### src/common/lc3b_types.sv
package lc3b_types;

	localparam int WORD_W = 16;
	localparam int REG_W = 3;
	localparam int NUM_REGS = 1 << REG_W;
	localparam int MASK_W = 2;
	localparam int NZP_W = 3;

	// data, address and instruction words share one width
	typedef logic [WORD_W-1:0] lc3b_word;

	typedef logic [REG_W-1:0] lc3b_reg;

	typedef logic [MASK_W-1:0] lc3b_mem_wmask; // bit 1 is the high byte

	typedef logic [NZP_W-1:0] lc3b_nzp; // n, z, p

endpackage : lc3b_types

### src/common/lc3b_isa_pkg.sv
package lc3b_isa_pkg;

	localparam int OPCODE_W = 4;

	// only the implemented subset, anything else decodes as a nop
	typedef enum logic [OPCODE_W-1:0] {
		op_br  = 4'd0,
		op_add = 4'd1,
		op_stb = 4'd3,
		op_and = 4'd5,
		op_ldr = 4'd6,
		op_str = 4'd7,
		op_not = 4'd9
	} lc3b_opcode;

	typedef enum logic [1:0] {alu_add, alu_and, alu_not, alu_pass} alu_op_t;

	typedef enum logic {wb_alu, wb_mem} wb_sel_t;

	localparam lc3b_types::lc3b_word NOP_INSTR = 16'h0000; // br with nzp 000
	localparam lc3b_types::lc3b_word RESET_PC = 16'h0000;

endpackage : lc3b_isa_pkg

### src/decode/instruction_decode.sv
`timescale 1ns/1ns

module instruction_decode (
	input logic clk,
	input logic reset,
	input logic flow,
	input logic bubble,
	input logic squash,
	input lc3b_types::lc3b_word if_ir,
	input lc3b_types::lc3b_word if_pc,
	input logic wb_load,
	input lc3b_types::lc3b_reg wb_dest,
	input lc3b_types::lc3b_word wb_data,
	output lc3b_types::lc3b_word id_sr1_val,
	output lc3b_types::lc3b_word id_sr2_val,
	output lc3b_types::lc3b_reg id_sr1,
	output lc3b_types::lc3b_reg id_sr2,
	output lc3b_types::lc3b_reg id_dest,
	output lc3b_types::lc3b_word id_imm,
	output lc3b_isa_pkg::alu_op_t id_alu_op,
	output logic id_use_imm,
	output lc3b_isa_pkg::wb_sel_t id_wb_sel,
	output logic id_reg_load,
	output logic id_mem_read,
	output logic id_mem_write,
	output logic id_byte_store,
	output logic id_branch,
	output lc3b_types::lc3b_nzp id_nzp,
	output lc3b_types::lc3b_reg dec_sr1,
	output lc3b_types::lc3b_reg dec_sr2,
	output logic dec_uses_sr1,
	output logic dec_uses_sr2
);
	import lc3b_types::*;
	import lc3b_isa_pkg::*;

	lc3b_word rf [NUM_REGS];
	lc3b_word sr1_val, sr2_val, imm;
	lc3b_opcode opcode;
	alu_op_t alu_op;
	wb_sel_t wb_sel;
	logic use_imm, reg_load, mem_read, mem_write, byte_store, branch;
	logic is_store;

	assign opcode = lc3b_opcode'(if_ir[15:12]);
	assign is_store = (opcode == op_str) || (opcode == op_stb);
	assign dec_sr1 = if_ir[8:6];
	assign dec_sr2 = is_store ? if_ir[11:9] : if_ir[2:0]; // stores read the source field

	always_comb begin
		alu_op = alu_add;
		wb_sel = wb_alu;
		use_imm = 1'b1;
		reg_load = 1'b0;
		mem_read = 1'b0;
		mem_write = 1'b0;
		byte_store = 1'b0;
		branch = 1'b0;
		dec_uses_sr1 = 1'b0;
		dec_uses_sr2 = 1'b0;
		imm = {{9{if_ir[5]}}, if_ir[5:0], 1'b0}; // word offset
		case (opcode)
			op_add, op_and: begin
				alu_op = (opcode == op_add) ? alu_add : alu_and;
				use_imm = if_ir[5];
				reg_load = 1'b1;
				dec_uses_sr1 = 1'b1;
				dec_uses_sr2 = ~if_ir[5];
				imm = {{11{if_ir[4]}}, if_ir[4:0]};
			end
			op_not: begin
				alu_op = alu_not;
				reg_load = 1'b1;
				dec_uses_sr1 = 1'b1;
			end
			op_ldr: begin
				wb_sel = wb_mem;
				reg_load = 1'b1;
				mem_read = 1'b1;
				dec_uses_sr1 = 1'b1;
			end
			op_str, op_stb: begin
				mem_write = 1'b1;
				dec_uses_sr1 = 1'b1;
				dec_uses_sr2 = 1'b1;
				if (opcode == op_stb) begin
					byte_store = 1'b1;
					imm = {{10{if_ir[5]}}, if_ir[5:0]}; // byte offset
				end
			end
			op_br: begin
				alu_op = alu_pass;
				branch = |if_ir[11:9]; // nzp 000 never branches
				imm = if_pc + {{6{if_ir[8]}}, if_ir[8:0], 1'b0};
			end
			default: ;
		endcase
	end

	always_ff @(posedge clk) begin
		if (wb_load)
			rf[wb_dest] <= wb_data;
	end

	// same-cycle write shows up on the read side
	assign sr1_val = (wb_load && wb_dest == dec_sr1) ? wb_data : rf[dec_sr1];
	assign sr2_val = (wb_load && wb_dest == dec_sr2) ? wb_data : rf[dec_sr2];

	always_ff @(posedge clk) begin
		if (reset) begin
			id_reg_load <= 1'b0;
			id_mem_read <= 1'b0;
			id_mem_write <= 1'b0;
			id_byte_store <= 1'b0;
			id_branch <= 1'b0;
		end else if (flow) begin
			id_reg_load <= reg_load & ~(squash | bubble);
			id_mem_read <= mem_read & ~(squash | bubble);
			id_mem_write <= mem_write & ~(squash | bubble);
			id_byte_store <= byte_store & ~(squash | bubble);
			id_branch <= branch & ~(squash | bubble);
		end
	end

	always_ff @(posedge clk) begin
		if (flow) begin
			id_sr1_val <= sr1_val;
			id_sr2_val <= sr2_val;
			id_sr1 <= dec_sr1;
			id_sr2 <= dec_sr2;
			id_dest <= if_ir[11:9];
			id_imm <= imm;
			id_alu_op <= alu_op;
			id_use_imm <= use_imm;
			id_wb_sel <= wb_sel;
			id_nzp <= if_ir[11:9];
		end
	end

endmodule : instruction_decode

### src/execute/execution_module.sv
`timescale 1ns/1ns

module execution_module (
	input logic clk,
	input logic reset,
	input logic flow,
	input logic squash,
	input lc3b_types::lc3b_word id_sr1_val,
	input lc3b_types::lc3b_word id_sr2_val,
	input lc3b_types::lc3b_reg id_sr1,
	input lc3b_types::lc3b_reg id_sr2,
	input lc3b_types::lc3b_reg id_dest,
	input lc3b_types::lc3b_word id_imm,
	input lc3b_isa_pkg::alu_op_t id_alu_op,
	input logic id_use_imm,
	input lc3b_isa_pkg::wb_sel_t id_wb_sel,
	input logic id_reg_load,
	input logic id_mem_read,
	input logic id_mem_write,
	input logic id_byte_store,
	input logic id_branch,
	input lc3b_types::lc3b_nzp id_nzp,
	input lc3b_types::lc3b_reg mem_dest,
	input logic mem_reg_load,
	input lc3b_types::lc3b_word mem_result,
	input lc3b_types::lc3b_reg wb_dest,
	input logic wb_load,
	input lc3b_types::lc3b_word wb_data,
	output lc3b_types::lc3b_word ex_result,
	output lc3b_types::lc3b_word ex_store_data,
	output lc3b_types::lc3b_reg ex_dest,
	output lc3b_isa_pkg::wb_sel_t ex_wb_sel,
	output logic ex_reg_load,
	output logic ex_mem_read,
	output logic ex_mem_write,
	output logic ex_byte_store,
	output logic ex_branch,
	output lc3b_types::lc3b_nzp ex_nzp,
	output lc3b_types::lc3b_word ex_target,
	output lc3b_types::lc3b_reg ex_load_dest,
	output logic ex_is_load
);
	import lc3b_types::*;
	import lc3b_isa_pkg::*;

	lc3b_word op_a, fwd_sr2, op_b, alu_out, store_data;

	// newest producer wins
	function automatic lc3b_word forward(input lc3b_reg src, input lc3b_word reg_val);
		if (mem_reg_load && mem_dest == src)
			return mem_result;
		if (wb_load && wb_dest == src)
			return wb_data;
		return reg_val;
	endfunction

	always_comb begin
		op_a = forward(id_sr1, id_sr1_val);
		fwd_sr2 = forward(id_sr2, id_sr2_val);
	end

	assign op_b = id_use_imm ? id_imm : fwd_sr2;

	always_comb begin
		case (id_alu_op)
			alu_add: alu_out = op_a + op_b; // also base + offset
			alu_and: alu_out = op_a & op_b;
			alu_not: alu_out = ~op_a;
			default: alu_out = op_b;
		endcase
	end

	assign store_data = id_byte_store ? {fwd_sr2[7:0], fwd_sr2[7:0]} : fwd_sr2;
	assign ex_is_load = id_mem_read;
	assign ex_load_dest = id_dest;

	always_ff @(posedge clk) begin
		if (reset) begin
			ex_reg_load <= 1'b0;
			ex_mem_read <= 1'b0;
			ex_mem_write <= 1'b0;
			ex_byte_store <= 1'b0;
			ex_branch <= 1'b0;
		end else if (flow) begin
			ex_reg_load <= id_reg_load & ~squash;
			ex_mem_read <= id_mem_read & ~squash;
			ex_mem_write <= id_mem_write & ~squash;
			ex_byte_store <= id_byte_store & ~squash;
			ex_branch <= id_branch & ~squash;
		end
	end

	always_ff @(posedge clk) begin
		if (flow) begin
			ex_result <= alu_out;
			ex_store_data <= store_data;
			ex_dest <= id_dest;
			ex_wb_sel <= id_wb_sel;
			ex_nzp <= id_nzp;
			ex_target <= id_imm;
		end
	end

endmodule : execution_module

### src/source/cpu_datapath.sv
`timescale 1ns/1ns

module cpu_datapath (
	input logic clk,
	input logic reset,
	output lc3b_types::lc3b_word mem_addr1,
	output logic mem_read1,
	input lc3b_types::lc3b_word mem_rdata1,
	input logic resp_a,
	output lc3b_types::lc3b_word mem_addr2,
	output logic mem_read2,
	output logic mem_write2,
	output lc3b_types::lc3b_word mem_wdata2,
	output lc3b_types::lc3b_mem_wmask mem_byte_enable2,
	input lc3b_types::lc3b_word mem_rdata2,
	input logic resp_b
);
	import lc3b_types::*;
	import lc3b_isa_pkg::*;

	logic flow, bubble, squash;
	lc3b_word br_target, if_ir, if_pc;

	lc3b_word id_sr1_val, id_sr2_val, id_imm;
	lc3b_reg id_sr1, id_sr2, id_dest, dec_sr1, dec_sr2;
	alu_op_t id_alu_op;
	wb_sel_t id_wb_sel;
	lc3b_nzp id_nzp;
	logic id_use_imm, id_reg_load, id_mem_read, id_mem_write, id_byte_store, id_branch;
	logic dec_uses_sr1, dec_uses_sr2;

	lc3b_word ex_result, ex_store_data, ex_target;
	lc3b_reg ex_dest, ex_load_dest;
	wb_sel_t ex_wb_sel;
	lc3b_nzp ex_nzp;
	logic ex_reg_load, ex_mem_read, ex_mem_write, ex_byte_store, ex_branch, ex_is_load;

	lc3b_word mem_result, mem_mdr, mem_target;
	lc3b_reg mem_dest;
	wb_sel_t mem_wb_sel;
	lc3b_nzp mem_nzp;
	logic mem_reg_load, mem_branch;

	lc3b_word wb_data;
	lc3b_reg wb_dest;
	logic wb_load;

	flow_control flow_ctl (
		.mem_read1, .resp_a, .mem_read2, .mem_write2, .resp_b,
		.ex_is_load, .ex_load_dest,
		.id_sr1(dec_sr1), .id_sr2(dec_sr2),
		.id_uses_sr1(dec_uses_sr1), .id_uses_sr2(dec_uses_sr2),
		.flow, .bubble
	);

	instruction_fetch if_stage (
		.clk, .reset, .flow, .bubble, .squash, .br_target, .mem_rdata1, .resp_a,
		.mem_addr1, .mem_read1, .if_ir, .if_pc
	);

	instruction_decode id_stage (
		.clk, .reset, .flow, .bubble, .squash, .if_ir, .if_pc,
		.wb_load, .wb_dest, .wb_data,
		.id_sr1_val, .id_sr2_val, .id_sr1, .id_sr2, .id_dest, .id_imm,
		.id_alu_op, .id_use_imm, .id_wb_sel, .id_reg_load, .id_mem_read,
		.id_mem_write, .id_byte_store, .id_branch, .id_nzp,
		.dec_sr1, .dec_sr2, .dec_uses_sr1, .dec_uses_sr2
	);

	// the ex/mem register is the newest forwarding source
	execution_module ex_stage (
		.clk, .reset, .flow, .squash,
		.id_sr1_val, .id_sr2_val, .id_sr1, .id_sr2, .id_dest, .id_imm,
		.id_alu_op, .id_use_imm, .id_wb_sel, .id_reg_load, .id_mem_read,
		.id_mem_write, .id_byte_store, .id_branch, .id_nzp,
		.mem_dest(ex_dest), .mem_reg_load(ex_reg_load), .mem_result(ex_result),
		.wb_dest, .wb_load, .wb_data,
		.ex_result, .ex_store_data, .ex_dest, .ex_wb_sel, .ex_reg_load, .ex_mem_read,
		.ex_mem_write, .ex_byte_store, .ex_branch, .ex_nzp, .ex_target,
		.ex_load_dest, .ex_is_load
	);

	memory_module mem_stage (
		.clk, .reset, .flow, .squash, .resp_b, .mem_rdata2,
		.ex_result, .ex_store_data, .ex_dest, .ex_wb_sel, .ex_reg_load, .ex_mem_read,
		.ex_mem_write, .ex_byte_store, .ex_branch, .ex_nzp, .ex_target,
		.mem_addr2, .mem_read2, .mem_write2, .mem_wdata2, .mem_byte_enable2,
		.mem_result, .mem_mdr, .mem_dest, .mem_wb_sel, .mem_reg_load,
		.mem_branch, .mem_nzp, .mem_target
	);

	writeback_module wb_stage (
		.clk, .reset, .flow,
		.mem_result, .mem_mdr, .mem_dest, .mem_wb_sel, .mem_reg_load,
		.mem_branch, .mem_nzp, .mem_target,
		.wb_load, .wb_dest, .wb_data, .squash, .br_target
	);

endmodule : cpu_datapath

### src/source/flow_control.sv
`timescale 1ns/1ns

module flow_control (
	input logic mem_read1,
	input logic resp_a,
	input logic mem_read2,
	input logic mem_write2,
	input logic resp_b,
	input logic ex_is_load,
	input lc3b_types::lc3b_reg ex_load_dest,
	input lc3b_types::lc3b_reg id_sr1,
	input lc3b_types::lc3b_reg id_sr2,
	input logic id_uses_sr1,
	input logic id_uses_sr2,
	output logic flow,
	output logic bubble
);

	logic fetch_wait, data_wait;
	logic hit_sr1, hit_sr2;

	// either port still waiting freezes every stage
	assign fetch_wait = mem_read1 & ~resp_a;
	assign data_wait = (mem_read2 | mem_write2) & ~resp_b;
	assign flow = ~fetch_wait & ~data_wait;

	assign hit_sr1 = id_uses_sr1 && (id_sr1 == ex_load_dest);
	assign hit_sr2 = id_uses_sr2 && (id_sr2 == ex_load_dest);
	assign bubble = ex_is_load & (hit_sr1 | hit_sr2); // load data not ready for forwarding yet

endmodule : flow_control

### src/source/instruction_fetch.sv
`timescale 1ns/1ns

module instruction_fetch (
	input logic clk,
	input logic reset,
	input logic flow,
	input logic bubble,
	input logic squash,
	input lc3b_types::lc3b_word br_target,
	input lc3b_types::lc3b_word mem_rdata1,
	input logic resp_a,
	output lc3b_types::lc3b_word mem_addr1,
	output logic mem_read1,
	output lc3b_types::lc3b_word if_ir,
	output lc3b_types::lc3b_word if_pc
);
	import lc3b_types::*;
	import lc3b_isa_pkg::*;

	lc3b_word pc, pc_next, ir_held;
	logic fetch_on, ir_done, advance;

	assign pc_next = pc + 16'd2;
	assign mem_addr1 = pc;
	assign mem_read1 = fetch_on & ~ir_done; // drop once the word is parked
	assign advance = flow & fetch_on;

	always_ff @(posedge clk) begin
		if (reset) begin
			pc <= RESET_PC;
			fetch_on <= 1'b0;
			ir_done <= 1'b0;
			if_ir <= NOP_INSTR;
		end else begin
			fetch_on <= 1'b1;
			if (advance) begin
				ir_done <= 1'b0;
				if (squash) begin
					pc <= br_target;
					if_ir <= NOP_INSTR;
				end else if (!bubble) begin
					pc <= pc_next;
					if_ir <= ir_done ? ir_held : mem_rdata1;
				end
			end else if (resp_a) begin
				ir_done <= 1'b1; // data port still busy
			end
		end
	end

	always_ff @(posedge clk) begin
		if (!flow && resp_a)
			ir_held <= mem_rdata1;
		if (advance && !squash && !bubble)
			if_pc <= pc_next;
	end

endmodule : instruction_fetch

### src/source/memory_module.sv
`timescale 1ns/1ns

module memory_module (
	input logic clk,
	input logic reset,
	input logic flow,
	input logic squash,
	input logic resp_b,
	input lc3b_types::lc3b_word mem_rdata2,
	input lc3b_types::lc3b_word ex_result,
	input lc3b_types::lc3b_word ex_store_data,
	input lc3b_types::lc3b_reg ex_dest,
	input lc3b_isa_pkg::wb_sel_t ex_wb_sel,
	input logic ex_reg_load,
	input logic ex_mem_read,
	input logic ex_mem_write,
	input logic ex_byte_store,
	input logic ex_branch,
	input lc3b_types::lc3b_nzp ex_nzp,
	input lc3b_types::lc3b_word ex_target,
	output lc3b_types::lc3b_word mem_addr2,
	output logic mem_read2,
	output logic mem_write2,
	output lc3b_types::lc3b_word mem_wdata2,
	output lc3b_types::lc3b_mem_wmask mem_byte_enable2,
	output lc3b_types::lc3b_word mem_result,
	output lc3b_types::lc3b_word mem_mdr,
	output lc3b_types::lc3b_reg mem_dest,
	output lc3b_isa_pkg::wb_sel_t mem_wb_sel,
	output logic mem_reg_load,
	output logic mem_branch,
	output lc3b_types::lc3b_nzp mem_nzp,
	output lc3b_types::lc3b_word mem_target
);
	import lc3b_types::*;

	lc3b_word rdata_held;
	logic done; // access finished, waiting on fetch

	assign mem_addr2 = ex_result;
	assign mem_wdata2 = ex_store_data;
	assign mem_read2 = ex_mem_read & ~done & ~squash;
	assign mem_write2 = ex_mem_write & ~done & ~squash; // squashed stores never issue

	always_comb begin
		if (!ex_byte_store)
			mem_byte_enable2 = 2'b11;
		else
			mem_byte_enable2 = ex_result[0] ? 2'b10 : 2'b01;
	end

	always_ff @(posedge clk) begin
		if (reset) begin
			done <= 1'b0;
			mem_reg_load <= 1'b0;
			mem_branch <= 1'b0;
		end else if (flow) begin
			done <= 1'b0;
			mem_reg_load <= ex_reg_load & ~squash;
			mem_branch <= ex_branch & ~squash;
		end else if (resp_b) begin
			done <= 1'b1;
		end
	end

	always_ff @(posedge clk) begin
		if (!flow && resp_b)
			rdata_held <= mem_rdata2;
		if (flow) begin
			mem_result <= ex_result;
			mem_mdr <= done ? rdata_held : mem_rdata2;
			mem_dest <= ex_dest;
			mem_wb_sel <= ex_wb_sel;
			mem_nzp <= ex_nzp;
			mem_target <= ex_target;
		end
	end

endmodule : memory_module

### src/source/writeback_module.sv
`timescale 1ns/1ns

module writeback_module (
	input logic clk,
	input logic reset,
	input logic flow,
	input lc3b_types::lc3b_word mem_result,
	input lc3b_types::lc3b_word mem_mdr,
	input lc3b_types::lc3b_reg mem_dest,
	input lc3b_isa_pkg::wb_sel_t mem_wb_sel,
	input logic mem_reg_load,
	input logic mem_branch,
	input lc3b_types::lc3b_nzp mem_nzp,
	input lc3b_types::lc3b_word mem_target,
	output logic wb_load,
	output lc3b_types::lc3b_reg wb_dest,
	output lc3b_types::lc3b_word wb_data,
	output logic squash,
	output lc3b_types::lc3b_word br_target
);
	import lc3b_types::*;
	import lc3b_isa_pkg::*;

	lc3b_nzp cc, new_cc;

	assign wb_load = mem_reg_load;
	assign wb_dest = mem_dest;
	assign wb_data = (mem_wb_sel == wb_mem) ? mem_mdr : mem_result;

	always_comb begin
		if (wb_data[15])
			new_cc = 3'b100;
		else if (wb_data == '0)
			new_cc = 3'b010;
		else
			new_cc = 3'b001;
	end

	// cc already holds the result of the instruction just ahead
	assign squash = mem_branch & |(mem_nzp & cc);
	assign br_target = mem_target;

	always_ff @(posedge clk) begin
		if (reset)
			cc <= 3'b010;
		else if (flow && wb_load)
			cc <= new_cc;
	end

endmodule : writeback_module
### config.mk
export PLATFORM = sky130hd
export DESIGN_NAME = cpu_datapath
export DESIGN_NICKNAME = d
export VERILOG_FILES = /design/src/common/lc3b_types.sv /design/src/common/lc3b_isa_pkg.sv /design/src/decode/instruction_decode.sv /design/src/execute/execution_module.sv /design/src/source/cpu_datapath.sv /design/src/source/flow_control.sv /design/src/source/instruction_fetch.sv /design/src/source/memory_module.sv /design/src/source/writeback_module.sv
export SDC_FILE = /design/constraint.sdc
export NUM_CORES = 1
export LEC_CHECK = 0
export ABC_AREA = 1
export BUFFER_PORTS_ARGS = -buffer_cell sky130_fd_sc_hd__buf_2
export CAP_MARGIN = 20
export CORE_UTILIZATION = 55
export DETAILED_ROUTE_END_ITERATION = 7
export PLACE_DENSITY_LB_ADDON = 0.25
export SLEW_MARGIN = 20
export SYNTH_ARGS = -nofsm -noshare
export SYNTH_HDL_FRONTEND = slang
export SYNTH_HIERARCHICAL = 1
export SYNTH_SLANG_ARGS = --single-unit
### constraint.sdc
create_clock -name clk -period 16.5 [get_ports clk]
set_input_delay 3.3 -clock clk [delete_from_list [all_inputs] [get_ports clk]]
set_output_delay 3.3 -clock clk [all_outputs]
set_load 0.01 [all_outputs]
# Yosys cells after proc, flatten, opt, wreduce, memory -nomap -nowiden
# Memory sizes are Yosys's and may differ from the RTL's. A register that Yosys moved wholly into a read port is not among the register bits.
# Index checks and enable logic that the tools add are counted.
[totals]
n_memories = 1
word_cells = 166
register_bits = 231
ram_bits = 128
out_inout_bits = 53
inputBits = 36
[memory_table]
columns = ["name", "depth", "width", "read_ports", "rd_clocked_by_memory_dff", "wr", "line_no", "source"]
rows = [
  ["id_stage.rf", 8, 16, 2, 2, 1, "instruction_decode.sv:37", "lc3b_word rf [NUM_REGS];"],
]
[op_classes]
n_reduce_logical = 27
add_sub_neg = 3
n_bitwise = 38
mux = 44
eq_ne = 15
[op_table]
columns = ["cell", "count"]
rows = [
  ["16-bit 2-to-1 mux", 17],
  ["16-bit one-hot mux with 3 select lines", 2],
  ["16-bit adder", 2],
  ["1-bit AND", 23],
  ["3-bit equality test", 6],
  ["1-bit 2-to-1 mux", 17],
  ["16-bit by 2-bit adder with 16-bit output (second input constant)", 1],
  ["16-bit AND", 1],
  ["16-bit zero test", 1],
  ["16-bit NOT", 1],
  ["4-bit by 3-bit equality test with 1-bit output (second input constant)", 3],
  ["1-bit logical AND", 11],
  ["1-bit NOT", 9],
  ["2-bit OR reduction", 4],
  ["2-bit 2-to-1 mux", 3],
  ["3-bit 2-to-1 mux", 2],
  ["6-bit 2-to-1 mux", 1],
  ["2-bit one-hot mux with 3 select lines", 1],
  ["3-bit OR reduction", 2],
  ["6-bit OR reduction", 1],
  ["4-bit by 1-bit equality test with 1-bit output (second input constant)", 1],
  ["4-bit by 2-bit equality test with 1-bit output (second input constant)", 1],
  ["4-bit equality test (second input constant)", 1],
  ["4-bit zero test", 1],
  ["11 further kinds", 15],
]

# Logic depth before layout (Yosys ltp)
# Gate-level depths: netlist of the first run.
[depth]
ltp_word = 12
ltp_mapped = 22
ltp_nobuf = 21

# Hierarchy
# Netlist of the first run, hierarchy kept.
[by_module_without_submodules]
columns = ["module", "area_per_inst_um2", "seq_area_each_um2", "instances", "cells_each"]
rows = [
  ["instruction_decode", 10234.8, 5775.5, 1, 1148],
  ["execution_module", 4337.9, 1751.7, 1, 577],
  ["instruction_fetch", 2909.0, 1641.6, 1, 287],
  ["memory_module", 2760.1, 2192.1, 1, 181],
  ["writeback_module", 606.8, 60.1, 1, 107],
  ["flow_control", 147.6, 0.0, 1, 37],
]

# Worst setup path after synthesis of the first run
# No wires, ideal clock.
[synth_timing]
path_type = "in2reg"
startpoint = "in resp_b"
endpoint = "reg if_stage.ir_held[0] (enable)"
required_ns = 15.433
setup_time_ns = 1.067
setup_slack_ns = 0.676
cell_stages = 3
arrival_ns = 14.757
path_buffers = 0
path_cell_list = "nor2_1 > a21oi_1 > nor2_1"
[synth_via]
elab_chain_cells = 6
[synth_lines]
columns = ["item", "line_no", "source"]
rows = [
  ["start: declaration", "cpu_datapath.sv:16", "input logic resp_b"],
  ["1-bit NOT", "flow_control.sv:24", "assign data_wait = (mem_read2 | mem_write2) & ~resp_b;"],
  ["1-bit AND", "flow_control.sv:24", ""],
  ["1-bit NOT", "flow_control.sv:25", "assign flow = ~fetch_wait & ~data_wait;"],
  ["1-bit AND", "flow_control.sv:25", ""],
  ["named net flow", "cpu_datapath.sv:21", "logic flow, bubble, squash;"],
  ["1-bit zero test", "instruction_fetch.sv:52", "if (!flow && resp_a)"],
  ["1-bit logical AND", "instruction_fetch.sv:52", ""],
  ["end signal: assignment", "instruction_fetch.sv:53", "ir_held <= mem_rdata1;"],
  ["end: declaration", "instruction_fetch.sv:20", "lc3b_word pc, pc_next, ir_held;"],
]
# The timed path passes the listed nets, and every way through them passes these cells.
# A chain may end at the register's enable or synchronous reset.

# Worst setup path after layout of the first run
[layout_timing]
startpoint = "reg wb_stage.cc[0]"
endpoint = "out mem_read2"
[layout_via]
elab_chain_cells = 5
[layout_lines]
columns = ["item", "line_no", "source"]
rows = [
  ["start: declaration", "writeback_module.sv:24", "lc3b_nzp cc, new_cc;"],
  ["start signal: assignment", "writeback_module.sv:47", "cc <= new_cc;"],
  ["3-bit AND", "writeback_module.sv:40", "assign squash = mem_branch & |(mem_nzp & cc);"],
  ["3-bit OR reduction", "writeback_module.sv:40", ""],
  ["1-bit AND", "writeback_module.sv:40", ""],
  ["named net squash", "cpu_datapath.sv:21", ""],
  ["1-bit NOT", "memory_module.sv:42", "assign mem_read2 = ex_mem_read & ~done & ~squash;"],
  ["1-bit AND", "memory_module.sv:42", ""],
  ["end: declaration", "cpu_datapath.sv:11", "output logic mem_read2,"],
]
# The timed path passes the listed nets, and every way through them passes these cells.

==> reports/summary.log, run 1 <==
[timing] Max Clock Freq 183.3 MHz
[global_route] number of antenna violations at the first check in global routing 1
[timing] max-slew violation count 0
[final_layout] total number of nets in the final design 2402
[yosys] adder-cell area share of the yosys netlist 1.978%
[cts] latest clock arrival within the worst-skew pair 0.59 ns
[die] width of the die 197.4 um
[detailed_routing] average wire per cell in the routed design 20.02 um
[detailed_routing] antenna violation net count after detailed routing 0
[cts] clock root buffer sky130_fd_sc_hd__clkbuf_16
[timing] Final Hold Fails 0
[cts] number of levels in the clock H-tree 2
[timing] Max transition margin 25.19%
[detailed_routing] Final Routed Wirelength 57.67 mm
[place] Routability Congestion 0.9001
[detailed_routing] Remaining DRCs 0
[place] setup slack after placement 10.57 ns
[critical_path] launching instance or port of the critical path wb_stage/cc[0]
[yosys] most used flip-flop cell after synthesis sky130_fd_sc_hd__edfxtp_1
[job] Max-Cap Viols 0
[power_and_ir_drop] Leak Pwr 9.543 nW
[yosys] multiplexer fraction of the synthesized cell area 0.8581%
[critical_path] startpoint kind of the worst setup timing path flip-flop
[hold_path] startpoint of the tightest hold check path ex_stage/ex_nzp[2]
[detailed_routing] Detailed Route Iter0 Violations 1679
[global_route] number of global-route vias before repair 15.68k
[cts] maximum clock path buffer count 3
[timing] Min Hold Slack 0.4085 ns
[final_layout] area added between synthesis and finish 8.968%
[critical_path] Crit Reg-Reg Startpoint mem_stage/mem_dest[1]
[die] starting density of the core 55.88%
[die] Die Area 38960 um2
[global_route] wire length of the first global-routing pass 88.51 mm
[yosys] simple-gate area share of the yosys netlist 23.22%
[critical_path] Crit path top cell by count sky130_fd_sc_hd__nand2_1
[timing] final-report setup violation count 0
[critical_path] top fanout value on the critical path 23
[global_route] maximum number of pins on one net before global-route repair 186
[yosys] Async S/R FF share, synth 0%
[hold_path] class of the most critical hold timing path flip-flop to flip-flop
[timing] actual slew at the worst max-slew pin 1.122 ns
[place] total of buffers placed on input and output ports 88
[critical_path] family with the most delay on the worst path buffers and inverters
[final_layout] final core utilization 60.89%
[final_layout] total area of multi-input combinational cells 7602 um2
[timing] clock period minus final worst setup slack 5.455 ns
[die] Placeable Area 37580 um2
[cts] Worst-path clk slew 0.06 ns
[yosys] net count after synthesis 2405
[yosys] distinct cell type count after synthesis 57
[detailed_routing] Via Count 16.81k
[critical_path] largest stage delay on the critical path 0.62 ns
[yosys] area fraction in compound gates after synthesis 9.523%
[power_and_ir_drop] highest ir drop seen on vdd 0.09428 mV
[yosys] Ys Warns 6
[final_layout] Fillers 3166
[yosys] xor and xnor fraction of the mapped netlist area 0.5304%
[yosys] synthesized cell area 21000 um2
[cts] post-cts repair resize count 0
[cts] hold buffers post-CTS 0
[yosys] dominant combinational cell family by area after synthesis simple AND/OR/NAND/NOR gates
[cts] Sink Count 397
[critical_path] kind of end point of the critical path output port
[critical_path] ordered list of cells on the worst path nand2_1 > nand3_1 > nand2_1 > inv_1 > nor2_1 > buf_2
[timing] RSZ-0062 raised after global routing no
[timing] largest clock skew in the final design 0.02614 ns
[global_route] All-Layer GR Usage 29.96%
[yosys] number of flops mapped to enable cells by yosys 347
[global_route] aggregate global routing overflow 0
[status] status finished, final reports clean
[detailed_routing] number of optimization iterations in the first detailed-route pass 8
[timing] Final TNS setup 0 ns
[die] die outline height 197.4 um
[critical_path] arrival time reported for the critical path endpoint 2.15 ns
[cts] CTS Buf Count 43
[yosys] Syn Inst Count 2337
[yosys] synthesized area divided by synthesized cell count 8.984 um2
[place] dpl hpwl 38.15 mm
[critical_path] required time of the worst setup path 13.20 ns
[die] Core Rows 71
[critical_path] slowest CP cell sky130_fd_sc_hd__inv_1
[critical_path] Crit Path Category flip-flop to output port
[final_layout] fraction of final layout cells sized beyond drive strength 1 12.54%
[yosys] Synth Register Bits 397
[timing] minimum setup slack in the final design 11.05 ns
[cts] Post-CTS Setup Repair Bufs 0
[power_and_ir_drop] post-layout power 0.002871 W
[cts] clock tree from TritonCTS yes
[detailed_routing] Vias/cell 5.838
[die] number of top-level pins 89
[critical_path] crit path buf inv count 2
[yosys] sequential fraction of the synthesis area 54.39%
[final_layout] combined flip-flop and latch cell area 11420 um2
[timing] fin crit share 33.06%
[power_and_ir_drop] power density over cell area 125.5 nW/um2
-- final timing paths --
kind                                               end  slack [ns]  cells after the start
worst min-delay path              mem_stage/mem_nzp[2]        0.41                      0
worst max register to register  ex_stage/ex_result[15]       12.43                     18
worst min register to register    mem_stage/mem_nzp[2]        0.41                      0
worst max-delay path                         mem_read2       11.05                      6
-- power by group --
| part | internal [W] | switching [W] |
|---|---|---|
| registers | 0.00123 | 0.0000783 |
| logic | 0.000146 | 0.000346 |
| clock network | 0.000653 | 0.000413 |
| total | 0.00203 | 0.000838 |
-- cells by family (layout without fill, tap and decap cells) --
group,Yosys count,count (layout)
buffers and inverters,424,455
xor gates and xnor gates,11,11
other,0,1
AOI/OAI and AO/OA,369,369
and+or+nand+nor,1088,1088
DFF,397,397
muxes,16,16
adders and majority gates,32,32
-- sequential cells by signal, indices dropped and copies added, names as in the netlist, 16 cells and up --
signal / flops
ex_stage/ex_result: 16
ex_stage/ex_store_data: 16
ex_stage/ex_target: 16
id_stage/id_imm: 16
id_stage/id_sr1_val: 16
id_stage/id_sr2_val: 16
id_stage/rf: 128
if_stage/if_ir: 16
if_stage/if_pc: 16
if_stage/ir_held: 16
if_stage/mem_addr1: 16
mem_stage/mem_mdr: 16
mem_stage/mem_result: 16
mem_stage/mem_target: 16
mem_stage/rdata_held: 16
-- placed cells by master, fill, tap and decap left out, types with 5 or more instances in the layout --
| master | Yosys | routed |
|---|---|---|
| sky130_fd_sc_hd__a21oi_1 | 155 | 154 |
| sky130_fd_sc_hd__a31oi_1 | 9 | 9 |
| sky130_fd_sc_hd__and2_1 | 6 | 6 |
| sky130_fd_sc_hd__buf_2 | 30 | 88 |
| sky130_fd_sc_hd__buf_4 | 74 | 20 |
| sky130_fd_sc_hd__bufinv_16 | 0 | 10 |
| sky130_fd_sc_hd__clkbuf_16 | 0 | 43 |
| sky130_fd_sc_hd__clkinv_1 | 3 | 10 |
| sky130_fd_sc_hd__clkinvlp_4 | 0 | 5 |
| sky130_fd_sc_hd__dfxtp_1 | 50 | 49 |
| sky130_fd_sc_hd__edfxtp_1 | 347 | 347 |
| sky130_fd_sc_hd__ha_1 | 30 | 30 |
| sky130_fd_sc_hd__inv_1 | 253 | 253 |
| sky130_fd_sc_hd__inv_2 | 6 | 6 |
| sky130_fd_sc_hd__mux2_2 | 16 | 16 |
| sky130_fd_sc_hd__nand2_1 | 573 | 572 |
| sky130_fd_sc_hd__nand2_2 | 37 | 38 |
| sky130_fd_sc_hd__nand3_1 | 295 | 295 |
| sky130_fd_sc_hd__nand3_2 | 9 | 9 |
| sky130_fd_sc_hd__nand3b_1 | 25 | 25 |
| sky130_fd_sc_hd__nand4_1 | 11 | 11 |
| sky130_fd_sc_hd__nor2_1 | 97 | 94 |
| sky130_fd_sc_hd__nor2_2 | 15 | 18 |
| sky130_fd_sc_hd__nor3_1 | 6 | 6 |
| sky130_fd_sc_hd__o21ai_0 | 150 | 150 |
| sky130_fd_sc_hd__o21ai_1 | 9 | 9 |
| sky130_fd_sc_hd__o22ai_1 | 18 | 18 |
| sky130_fd_sc_hd__xor2_1 | 7 | 7 |
-- Yosys cell counts, types with 3 or more instances --
cell type	number	share of area, %
sky130_fd_sc_hd__buf_4	74	2.6
sky130_fd_sc_hd__nor2_1	97	1.7
sky130_fd_sc_hd__mux2_2	16	0.86
sky130_fd_sc_hd__o21ai_1	9	0.21
sky130_fd_sc_hd__nand3_1	295	7.0
sky130_fd_sc_hd__a21oi_1	155	3.7
sky130_fd_sc_hd__and2_1	6	0.18
sky130_fd_sc_hd__ha_1	30	1.8
sky130_fd_sc_hd__edfxtp_1	347	50
sky130_fd_sc_hd__o211ai_1	4	0.14
sky130_fd_sc_hd__inv_4	3	0.089
sky130_fd_sc_hd__nand3_2	9	0.43
sky130_fd_sc_hd__o21ai_0	150	3.6
sky130_fd_sc_hd__nand2_2	37	1.1
sky130_fd_sc_hd__nand2_1	573	10
sky130_fd_sc_hd__nand4_1	11	0.33
sky130_fd_sc_hd__nand2_4	3	0.16
sky130_fd_sc_hd__buf_6	6	0.32
sky130_fd_sc_hd__nand3b_1	25	0.89
sky130_fd_sc_hd__o2111ai_1	4	0.17
sky130_fd_sc_hd__buf_2	30	0.72
sky130_fd_sc_hd__inv_1	253	4.5
sky130_fd_sc_hd__nor3_1	6	0.14
sky130_fd_sc_hd__clkinv_1	3	0.054
sky130_fd_sc_hd__clkbuf_1	39	0.70
sky130_fd_sc_hd__or2_2	3	0.089
sky130_fd_sc_hd__o21bai_2	3	0.16
sky130_fd_sc_hd__a31oi_1	9	0.27
sky130_fd_sc_hd__xor2_1	7	0.29
sky130_fd_sc_hd__nor2_4	4	0.21
sky130_fd_sc_hd__inv_2	6	0.11
sky130_fd_sc_hd__nor2_2	15	0.45
sky130_fd_sc_hd__o22ai_1	18	0.54
sky130_fd_sc_hd__dfxtp_1	50	4.8
sky130_fd_sc_hd__buf_1	6	0.11
-- layer usage --
layer  vias to the layer above  share of wire [%]  global-route usage [%]
li1                       7840                  -                       -
met1                      7977                 42                   41.64
met2                       849                 45                   46.83
met3                       146                8.9                   4.832
met4                         0                3.9                   12.29
met5                         -                  0                       0
-- through the flow --
| step | instance area, um2 | std cells |
|---|---|---|
| floorplan | 21000 | 2337 |
| global placement | 21290 | 2800 |
| detailed placement | 21290 | 2800 |
| CTS | 22870 | 2879 |
| global route | 22880 | 2880 |
| finish | 22880 | 2880 |
-- worst register-to-register path, stage by stage (launching register included) --
cell	delay, ns
sky130_fd_sc_hd__edfxtp_1	0.57
sky130_fd_sc_hd__inv_1	0.10
sky130_fd_sc_hd__nand2_1	0.07
sky130_fd_sc_hd__nand2_1	0.08
sky130_fd_sc_hd__nor2_4	0.17
sky130_fd_sc_hd__nand2_2	0.22
sky130_fd_sc_hd__inv_2	0.30
sky130_fd_sc_hd__o21ai_0	0.13
sky130_fd_sc_hd__a21oi_1	0.19
sky130_fd_sc_hd__a21oi_1	0.10
sky130_fd_sc_hd__o21ai_0	0.24
sky130_fd_sc_hd__ha_1	0.35
sky130_fd_sc_hd__a21oi_1	0.23
sky130_fd_sc_hd__a21boi_0	0.35
sky130_fd_sc_hd__o21ai_0	0.13
sky130_fd_sc_hd__a21oi_1	0.28
sky130_fd_sc_hd__nand3b_1	0.11
sky130_fd_sc_hd__nand3_1	0.09
sky130_fd_sc_hd__nand3b_1	0.08
-- layout make-up --
class | count | area share [%]
inverter | 267 | 4.468
clock inverter | 32 | 2.007
clock buffer | 47 | 4.900
multi-input combinational | 1516 | 33.23
sequential | 397 | 49.92
timing repair buffer | 109 | 2.669
tap | 511 | 2.794
antenna | 1 | 0.01094
Power figures use the tool's default switching activity.
==> run 2: changes to the inputs <==
- clock period: 16.5 -> 4.6 ns (I/O delays scaled with it)
==> reports/summary.log, run 2 (synthesis gave the netlist of run 1 again) <==
[critical_path] required time of the worst setup path 4.92 ns [was 13.20 ns]
[cts] clock tree from TritonCTS yes [unchanged]
[timing] actual slew at the worst max-slew pin 0.9260 ns [was 1.122 ns]
[timing] Max Clock Freq 261.5 MHz
[power_and_ir_drop] power density over cell area 429.9 nW/um2 [was 125.5 nW/um2]
[cts] Post-CTS Setup Repair Bufs 0 [unchanged]
[critical_path] arrival time reported for the critical path endpoint 4.15 ns [was 2.15 ns]
[cts] Worst-path clk slew 0.07 ns [was 0.06 ns]
[final_layout] max reg flops 128 [unchanged]
[critical_path] largest stage delay on the critical path 0.53 ns [was 0.62 ns]
[detailed_routing] Final Routed Wirelength 58.21 mm [was 57.67 mm]
[timing] final-report setup violation count 0 [unchanged]
[global_route] maximum number of pins on one net before global-route repair 150 [was 186]
[detailed_routing] antenna violation net count after detailed routing 0 [unchanged]
[critical_path] Crit path top cell by count sky130_fd_sc_hd__a21oi_1 [was sky130_fd_sc_hd__nand2_1]
[hold_path] class of the most critical hold timing path flip-flop to flip-flop [unchanged]
[final_layout] most frequent cells in the layout 572 x sky130_fd_sc_hd__nand2_1, 347 x sky130_fd_sc_hd__edfxtp_1, 293 x sky130_fd_sc_hd__nand3_1 [was 572 x sky130_fd_sc_hd__nand2_1, 347 x sky130_fd_sc_hd__edfxtp_1, 295 x sky130_fd_sc_hd__nand3_1]
[die] Core Rows 71 [unchanged]
[critical_path] worst-case register-to-register setup slack 0.78 ns [was 12.43 ns]
[timing] Final Hold Fails 0 [unchanged]
[job] Max-Cap Viols 0 [unchanged]
[final_layout] Antenna Diode Count 0 [was 1]
[final_layout] area added between synthesis and finish 8.283% [was 8.968%]
[final_layout] total area of multi-input combinational cells 7632 um2 [was 7602 um2]
[critical_path] top fanout value on the critical path 18 [was 23]
[critical_path] ordered list of cells on the worst path inv_1 > nand2_1 > nand2_1 > nor2_4 > nand2_2 > inv_2 > o21ai_0 > a21oi_1 > a21oi_1 > o21ai_0 > ha_1 > a21oi_1 > a21boi_0 > o21ai_0 > a21oi_1 > nand3b_1 > nand3_1 > nand3b_1 [was nand2_1 > nand3_1 > nand2_1 > inv_1 > nor2_1 > buf_2]
[die] width of the die 197.4 um [unchanged]
[power_and_ir_drop] Leak Pwr 9.491 nW [was 9.543 nW]
[detailed_routing] Via Count 16.77k [was 16.81k]
[critical_path] crit path buf inv count 2 [unchanged]
[place] total of buffers placed on input and output ports 88 [unchanged]
[global_route] aggregate global routing overflow 0 [unchanged]
[cts] CTS Buf Count 42 [was 43]
[cts] Sink Count 397 [unchanged]
[critical_path] logic depth of the worst setup path including buffers 18 [was 6]
[die] number of top-level pins 89 [unchanged]
[global_route] All-Layer GR Usage 30.00% [was 29.96%]
[critical_path] worst-case reg-to-reg path depth 18 [unchanged]
[global_route] wire length of the first global-routing pass 88.27 mm [was 88.51 mm]
[detailed_routing] average wire per cell in the routed design 20.16 um [was 20.02 um]
[critical_path] kind of end point of the critical path flip-flop [was output port]
[place] dpl hpwl 38.63 mm [was 38.15 mm]
[detailed_routing] Vias/cell 5.807 [was 5.838]
[die] Placeable Area 37580 um2 [unchanged]
[die] die outline height 197.4 um [unchanged]
[final_layout] top register by number of flip-flops id_stage/rf [unchanged]
[timing] minimum setup slack in the final design 0.7760 ns [was 11.05 ns]
[detailed_routing] Remaining DRCs 0 [unchanged]
[die] Die Area 38960 um2 [unchanged]
[critical_path] Crit Reg-Reg Startpoint mem_stage/mem_dest[1] [unchanged]
[global_route] number of global-route vias before repair 15.62k [was 15.68k]
[cts] post-cts repair resize count 0 [unchanged]
[cts] latest clock arrival within the worst-skew pair 0.58 ns [was 0.59 ns]
[detailed_routing] number of optimization iterations in the first detailed-route pass 7 [was 8]
[detailed_routing] Detailed Route Iter0 Violations 2024 [was 1679]
[timing] RSZ-0062 raised after global routing no [unchanged]
[cts] maximum clock path buffer count 3 [unchanged]
[final_layout] combined flip-flop and latch cell area 11420 um2 [unchanged]
[status] status finished, final reports clean [unchanged]
[critical_path] startpoint kind of the worst setup timing path flip-flop [unchanged]
[timing] max-slew violation count 0 [unchanged]
[critical_path] family with the most delay on the worst path compound AO/OA/AOI/OAI gates [was buffers and inverters]
[critical_path] endpoint of the worst-slack reg-to-reg timing path ex_stage/ex_result[15] [unchanged]
[critical_path] end point of the critical path ex_stage/ex_result[15] [was mem_read2]
[critical_path] Crit Path Category flip-flop to flip-flop [was flip-flop to output port]
[final_layout] fraction of final layout cells sized beyond drive strength 1 12.75% [was 12.54%]
[timing] Max transition margin 38.20% [was 25.19%]
[cts] number of levels in the clock H-tree 2 [unchanged]
[place] setup slack after placement 0.8478 ns [was 10.57 ns]
[global_route] number of antenna violations at the first check in global routing 0 [was 1]
[critical_path] launching instance or port of the critical path mem_stage/mem_dest[1] [was wb_stage/cc[0]]
[critical_path] slowest CP cell sky130_fd_sc_hd__edfxtp_1 [was sky130_fd_sc_hd__inv_1]
[final_layout] total number of nets in the final design 2413 [was 2402]
[die] starting density of the core 55.88% [unchanged]
[power_and_ir_drop] highest ir drop seen on vdd 0.2857 mV [was 0.09428 mV]
[place] Routability Congestion 0.9830 [was 0.9001]
[timing] fin crit share 83.13%
[timing] clock period minus final worst setup slack 3.824 ns
[final_layout] most common cell after layout, fill and taps aside sky130_fd_sc_hd__nand2_1 [unchanged]
[cts] clock root buffer sky130_fd_sc_hd__clkbuf_16 [unchanged]
[timing] largest clock skew in the final design 0.03055 ns [was 0.02614 ns]
[final_layout] Fillers 3168 [was 3166]
[final_layout] final core utilization 60.50% [was 60.89%]
[cts] hold buffers post-CTS 0 [unchanged]
==> run 2: cell count changes in the layout (fill, tap and decap cells not counted), moves of 6 or more <==
cell,change
sky130_fd_sc_hd__o21ai_1,+15
sky130_fd_sc_hd__o21ai_0,-15
sky130_fd_sc_hd__buf_4,+12
sky130_fd_sc_hd__bufinv_16,-8
sky130_fd_sc_hd__clkbuf_1,+6
==> run 2: final cells by class <==
type / count / area share (%)
clock buffer: 52 / 4.969
clock inverter: 24 / 0.7980
sequential: 397 / 50.24
multi-input combinational: 1516 / 33.57
inverter: 267 / 4.529
timing repair buffer: 121 / 3.082
tap: 511 / 2.812
==> run 2: stage by stage <==
step	hold WS (ns)	cell area [um2]	cells	setup TNS, ns	power (W)
global route	0.4161	22740	2888	0	0.01014
global placement	0.4016	21420	2812	0	0.006502
CTS	0.4135	22740	2888	0	0.009783
finish	0.4130	22740	2888	0	0.009774
floorplan	0.4003	21070	2337	-65.80	0.005973
detailed placement	0.4045	21420	2812	0	0.006525
==> run 2: worst min path at each step <==
stage | from | endpoint | slack [ns] | cells after the start
2_1_floorplan | id_stage/id_wb_sel | ex_stage/ex_wb_sel | 0.40 | 0
3_3_place_gp | ex_stage/ex_nzp[2] | mem_stage/mem_nzp[2] | 0.40 | 0
3_5_place_dp | ex_stage/ex_target[5] | mem_stage/mem_target[5] | 0.40 | 0
4_1_cts | ex_stage/ex_target[9] | mem_stage/mem_target[9] | 0.41 | 0
5_1_grt | ex_stage/ex_target[9] | mem_stage/mem_target[9] | 0.42 | 0
6_report | ex_stage/ex_target[9] | mem_stage/mem_target[9] | 0.41 | 0
==> run 2: per-layer routing <==
metal  wire [um]  GRT usage [%]  share of wire, %
met1       24290          42.07                42
met2       25980          45.98                45
met3        5497          4.593               9.4
met4        2443          13.92               4.2
met5           0              0                 0
==> run 2: power by group <==
part | switching (W) | internal [W] | total, W
Sequential | 0.000300 | 0.00443 | 0.00473
Clock | 0.00141 | 0.00186 | 0.00327
Combinational | 0.00125 | 0.000534 | 0.00178
==> run 3: changes to the inputs <==
- clock period: 4.6 -> 3.4 ns (I/O delays scaled with it)
==> reports/summary.log, run 3 (synthesis gave the netlist of run 1 again) <==
[status] status finished, final reports clean [unchanged]
[die] Core Rows 71 [unchanged]
[timing] actual slew at the worst max-slew pin 0.8634 ns [was 0.9260 ns]
[place] placed cell count 2849 [was 2812]
[cts] clock tree from TritonCTS yes [unchanged]
[die] Placeable Area 37580 um2 [unchanged]
[power_and_ir_drop] post-layout power 0.01371 W [was 0.009774 W]
[place] dpl hpwl 40.28 mm [was 38.63 mm]
[critical_path] required time of the worst setup path 3.72 ns [was 4.92 ns]
[global_route] number of antenna violations at the first check in global routing 0 [unchanged]
[detailed_routing] average wire per cell in the routed design 20.12 um [was 20.16 um]
[critical_path] arrival time reported for the critical path endpoint 3.50 ns [was 4.15 ns]
[timing] clock period minus final worst setup slack 3.180 ns [was 3.824 ns]
[timing] Max Clock Freq 314.5 MHz [was 261.5 MHz]
[detailed_routing] antenna violation net count after detailed routing 0 [unchanged]
[cts] CTS Buf Count 42 [unchanged]
[power_and_ir_drop] highest ir drop seen on vdd 0.3369 mV [was 0.2857 mV]
[timing] largest clock skew in the final design 0.02147 ns [was 0.03055 ns]
[place] Routability Congestion 0.9546 [was 0.9830]
[hold_path] class of the most critical hold timing path input pin to flip-flop [was flip-flop to flip-flop]
[critical_path] Crit Path Category flip-flop to flip-flop [unchanged]
[global_route] wire length of the first global-routing pass 90.16 mm [was 88.27 mm]
[final_layout] total number of nets in the final design 2453 [was 2413]
[cts] maximum clock path buffer count 3 [unchanged]
[global_route] maximum number of pins on one net before global-route repair 92 [was 150]
[final_layout] Antenna Diode Count 0 [unchanged]
[final_layout] most common cell after layout, fill and taps aside sky130_fd_sc_hd__nand2_1 [unchanged]
[timing] minimum setup slack in the final design 0.2201 ns [was 0.7760 ns]
[die] Die Area 38960 um2 [unchanged]
[final_layout] max reg flops 128 [unchanged]
[final_layout] final core utilization 61.65% [was 60.50%]
[final_layout] most frequent cells in the layout 572 x sky130_fd_sc_hd__nand2_1, 347 x sky130_fd_sc_hd__edfxtp_1, 295 x sky130_fd_sc_hd__nand3_1 [was 572 x sky130_fd_sc_hd__nand2_1, 347 x sky130_fd_sc_hd__edfxtp_1, 293 x sky130_fd_sc_hd__nand3_1]
[critical_path] kind of end point of the critical path flip-flop [unchanged]
[final_layout] area added between synthesis and finish 10.33% [was 8.283%]
[die] number of top-level pins 89 [unchanged]
[die] width of the die 197.4 um [unchanged]
[final_layout] final non-filler cell total 2930 [was 2888]
[final_layout] top register by number of flip-flops id_stage/rf [unchanged]
[cts] number of levels in the clock H-tree 2 [unchanged]
[timing] fin crit share 93.53% [was 83.13%]
[detailed_routing] Vias/cell 5.741 [was 5.807]
[global_route] All-Layer GR Usage 30.74% [was 30.00%]
[global_route] number of global-route vias before repair 15.90k [was 15.62k]
[detailed_routing] Final Routed Wirelength 58.96 mm [was 58.21 mm]
[cts] hold buffers post-CTS 0 [unchanged]
[power_and_ir_drop] Leak Pwr 9.759 nW [was 9.491 nW]
[timing] Final Hold Fails 0 [unchanged]
[critical_path] top fanout value on the critical path 15 [was 18]
[cts] Sink Count 397 [unchanged]
[detailed_routing] Detailed Route Iter0 Violations 1786 [was 2024]
[timing] Min Hold Slack 0.3068 ns [was 0.4130 ns]
[cts] latest clock arrival within the worst-skew pair 0.58 ns [about the same]
[timing] RSZ-0062 raised after global routing yes [was no]
[detailed_routing] number of optimization iterations in the first detailed-route pass 6 [was 7]
[place] total of buffers placed on input and output ports 88 [unchanged]
[timing] final-report setup violation count 0 [unchanged]
[final_layout] fraction of final layout cells sized beyond drive strength 1 14.39% [was 12.75%]
[cts] Worst-path clk slew 0.06 ns [was 0.07 ns]
[detailed_routing] Remaining DRCs 0 [unchanged]
[die] starting density of the core 55.88% [unchanged]
[timing] Max transition margin 42.38% [was 38.20%]
[critical_path] startpoint kind of the worst setup timing path flip-flop [unchanged]
[die] die outline height 197.4 um [unchanged]
[power_and_ir_drop] power density over cell area 591.9 nW/um2 [was 429.9 nW/um2]
[detailed_routing] Via Count 16.82k [was 16.77k]
[timing] max-slew violation count 0 [unchanged]
[job] Max-Cap Viols 0 [unchanged]
[cts] clock root buffer sky130_fd_sc_hd__clkbuf_16 [unchanged]
[final_layout] Fillers 3188 [was 3168]
[place] setup slack after placement 0.2148 ns [was 0.8478 ns]
[global_route] aggregate global routing overflow 0 [unchanged]
==> run 3: cell types whose count changed in the layout (fill, tap and decap cells not counted), moves of 4 or more <==
cell                        delta
sky130_fd_sc_hd__buf_4        +38
sky130_fd_sc_hd__bufinv_16     +5
sky130_fd_sc_hd__clkinv_1      -4
sky130_fd_sc_hd__clkinv_2      +4
sky130_fd_sc_hd__o21ai_0      +15
sky130_fd_sc_hd__o21ai_1      -15
==> run 3: final timing paths <==
check | startpoint | to | slack [ns] | cells past startpoint
worst max register to register | mem_stage/mem_dest[2] | ex_stage/ex_result[15] | 0.22 | 14
worst max-delay path | mem_stage/mem_dest[2] | ex_stage/ex_result[15] | 0.22 | 14
worst min-delay path | mem_rdata1[5] | if_stage/ir_held[5] | 0.31 | 1
worst min register to register | ex_stage/ex_target[7] | mem_stage/mem_target[7] | 0.40 | 0
==> run 3: timing repair <==
| item | CTS | global route |
|---|---|---|
| endpoints found under the hold margin | 0 | 0 |
| buffers inserted | 0 | 3 |
| endpoints found under the setup margin | 0 | 6 |
| resized for setup | 0 | 3 |
==> run 3: final cells by class <==
type                            count  area (um2)  share of cell area (%)
Clock buffer                       47        1091                   4.710
Clock inverter                     31       350.3                   1.512
Tap cell                          511       639.4                   2.760
Inverter                          267        1025                   4.424
Multi-Input combinational cell   1516        7611                   32.86
Timing Repair Buffer              161        1026                   4.429
Sequential cell                   397       11420                   49.31
==> run 3: per-stage QoR <==
step	TNS, ns	instance area [um2]
final	0	23160
after floorplan	-300.41	21040
after global routing	-0.009481	23160
after CTS	0	23120
after detailed placement	0	21680
after global placement	0	21680
==> run 3: routing by layer <==
| layer | global-route usage (%) | part of all wire [%] |
|---|---|---|
| met1 | 42.41 | 41 |
| met2 | 48.71 | 46 |
| met3 | 4.900 | 9.9 |
| met4 | 12.20 | 3.6 |
| met5 | 0 | 0 |
==> run 3: worst max-delay path, stage by stage, from the launching register on <==
cell	delay, ns
sky130_fd_sc_hd__edfxtp_1	0.47
sky130_fd_sc_hd__nand2_1	0.11
sky130_fd_sc_hd__nand2_1	0.07
sky130_fd_sc_hd__nor2_2	0.11
sky130_fd_sc_hd__nand2_2	0.07
sky130_fd_sc_hd__inv_1	0.38
sky130_fd_sc_hd__o21ai_0	0.17
sky130_fd_sc_hd__o21ai_1	0.34
sky130_fd_sc_hd__ha_1	0.37
sky130_fd_sc_hd__a21oi_1	0.28
sky130_fd_sc_hd__o21ai_0	0.12
sky130_fd_sc_hd__a21oi_1	0.19
sky130_fd_sc_hd__nand3b_1	0.09
sky130_fd_sc_hd__nand3_1	0.08
sky130_fd_sc_hd__nand3b_1	0.07
==> run 3: power breakdown <==
group	total (W)	leakage [nW]	switching, W	internal (W)
clock	0.00482	0.715	0.00196	0.00286
combinational	0.00253	5.23	0.00171	0.000821
sequential	0.00636	3.82	0.000377	0.00598
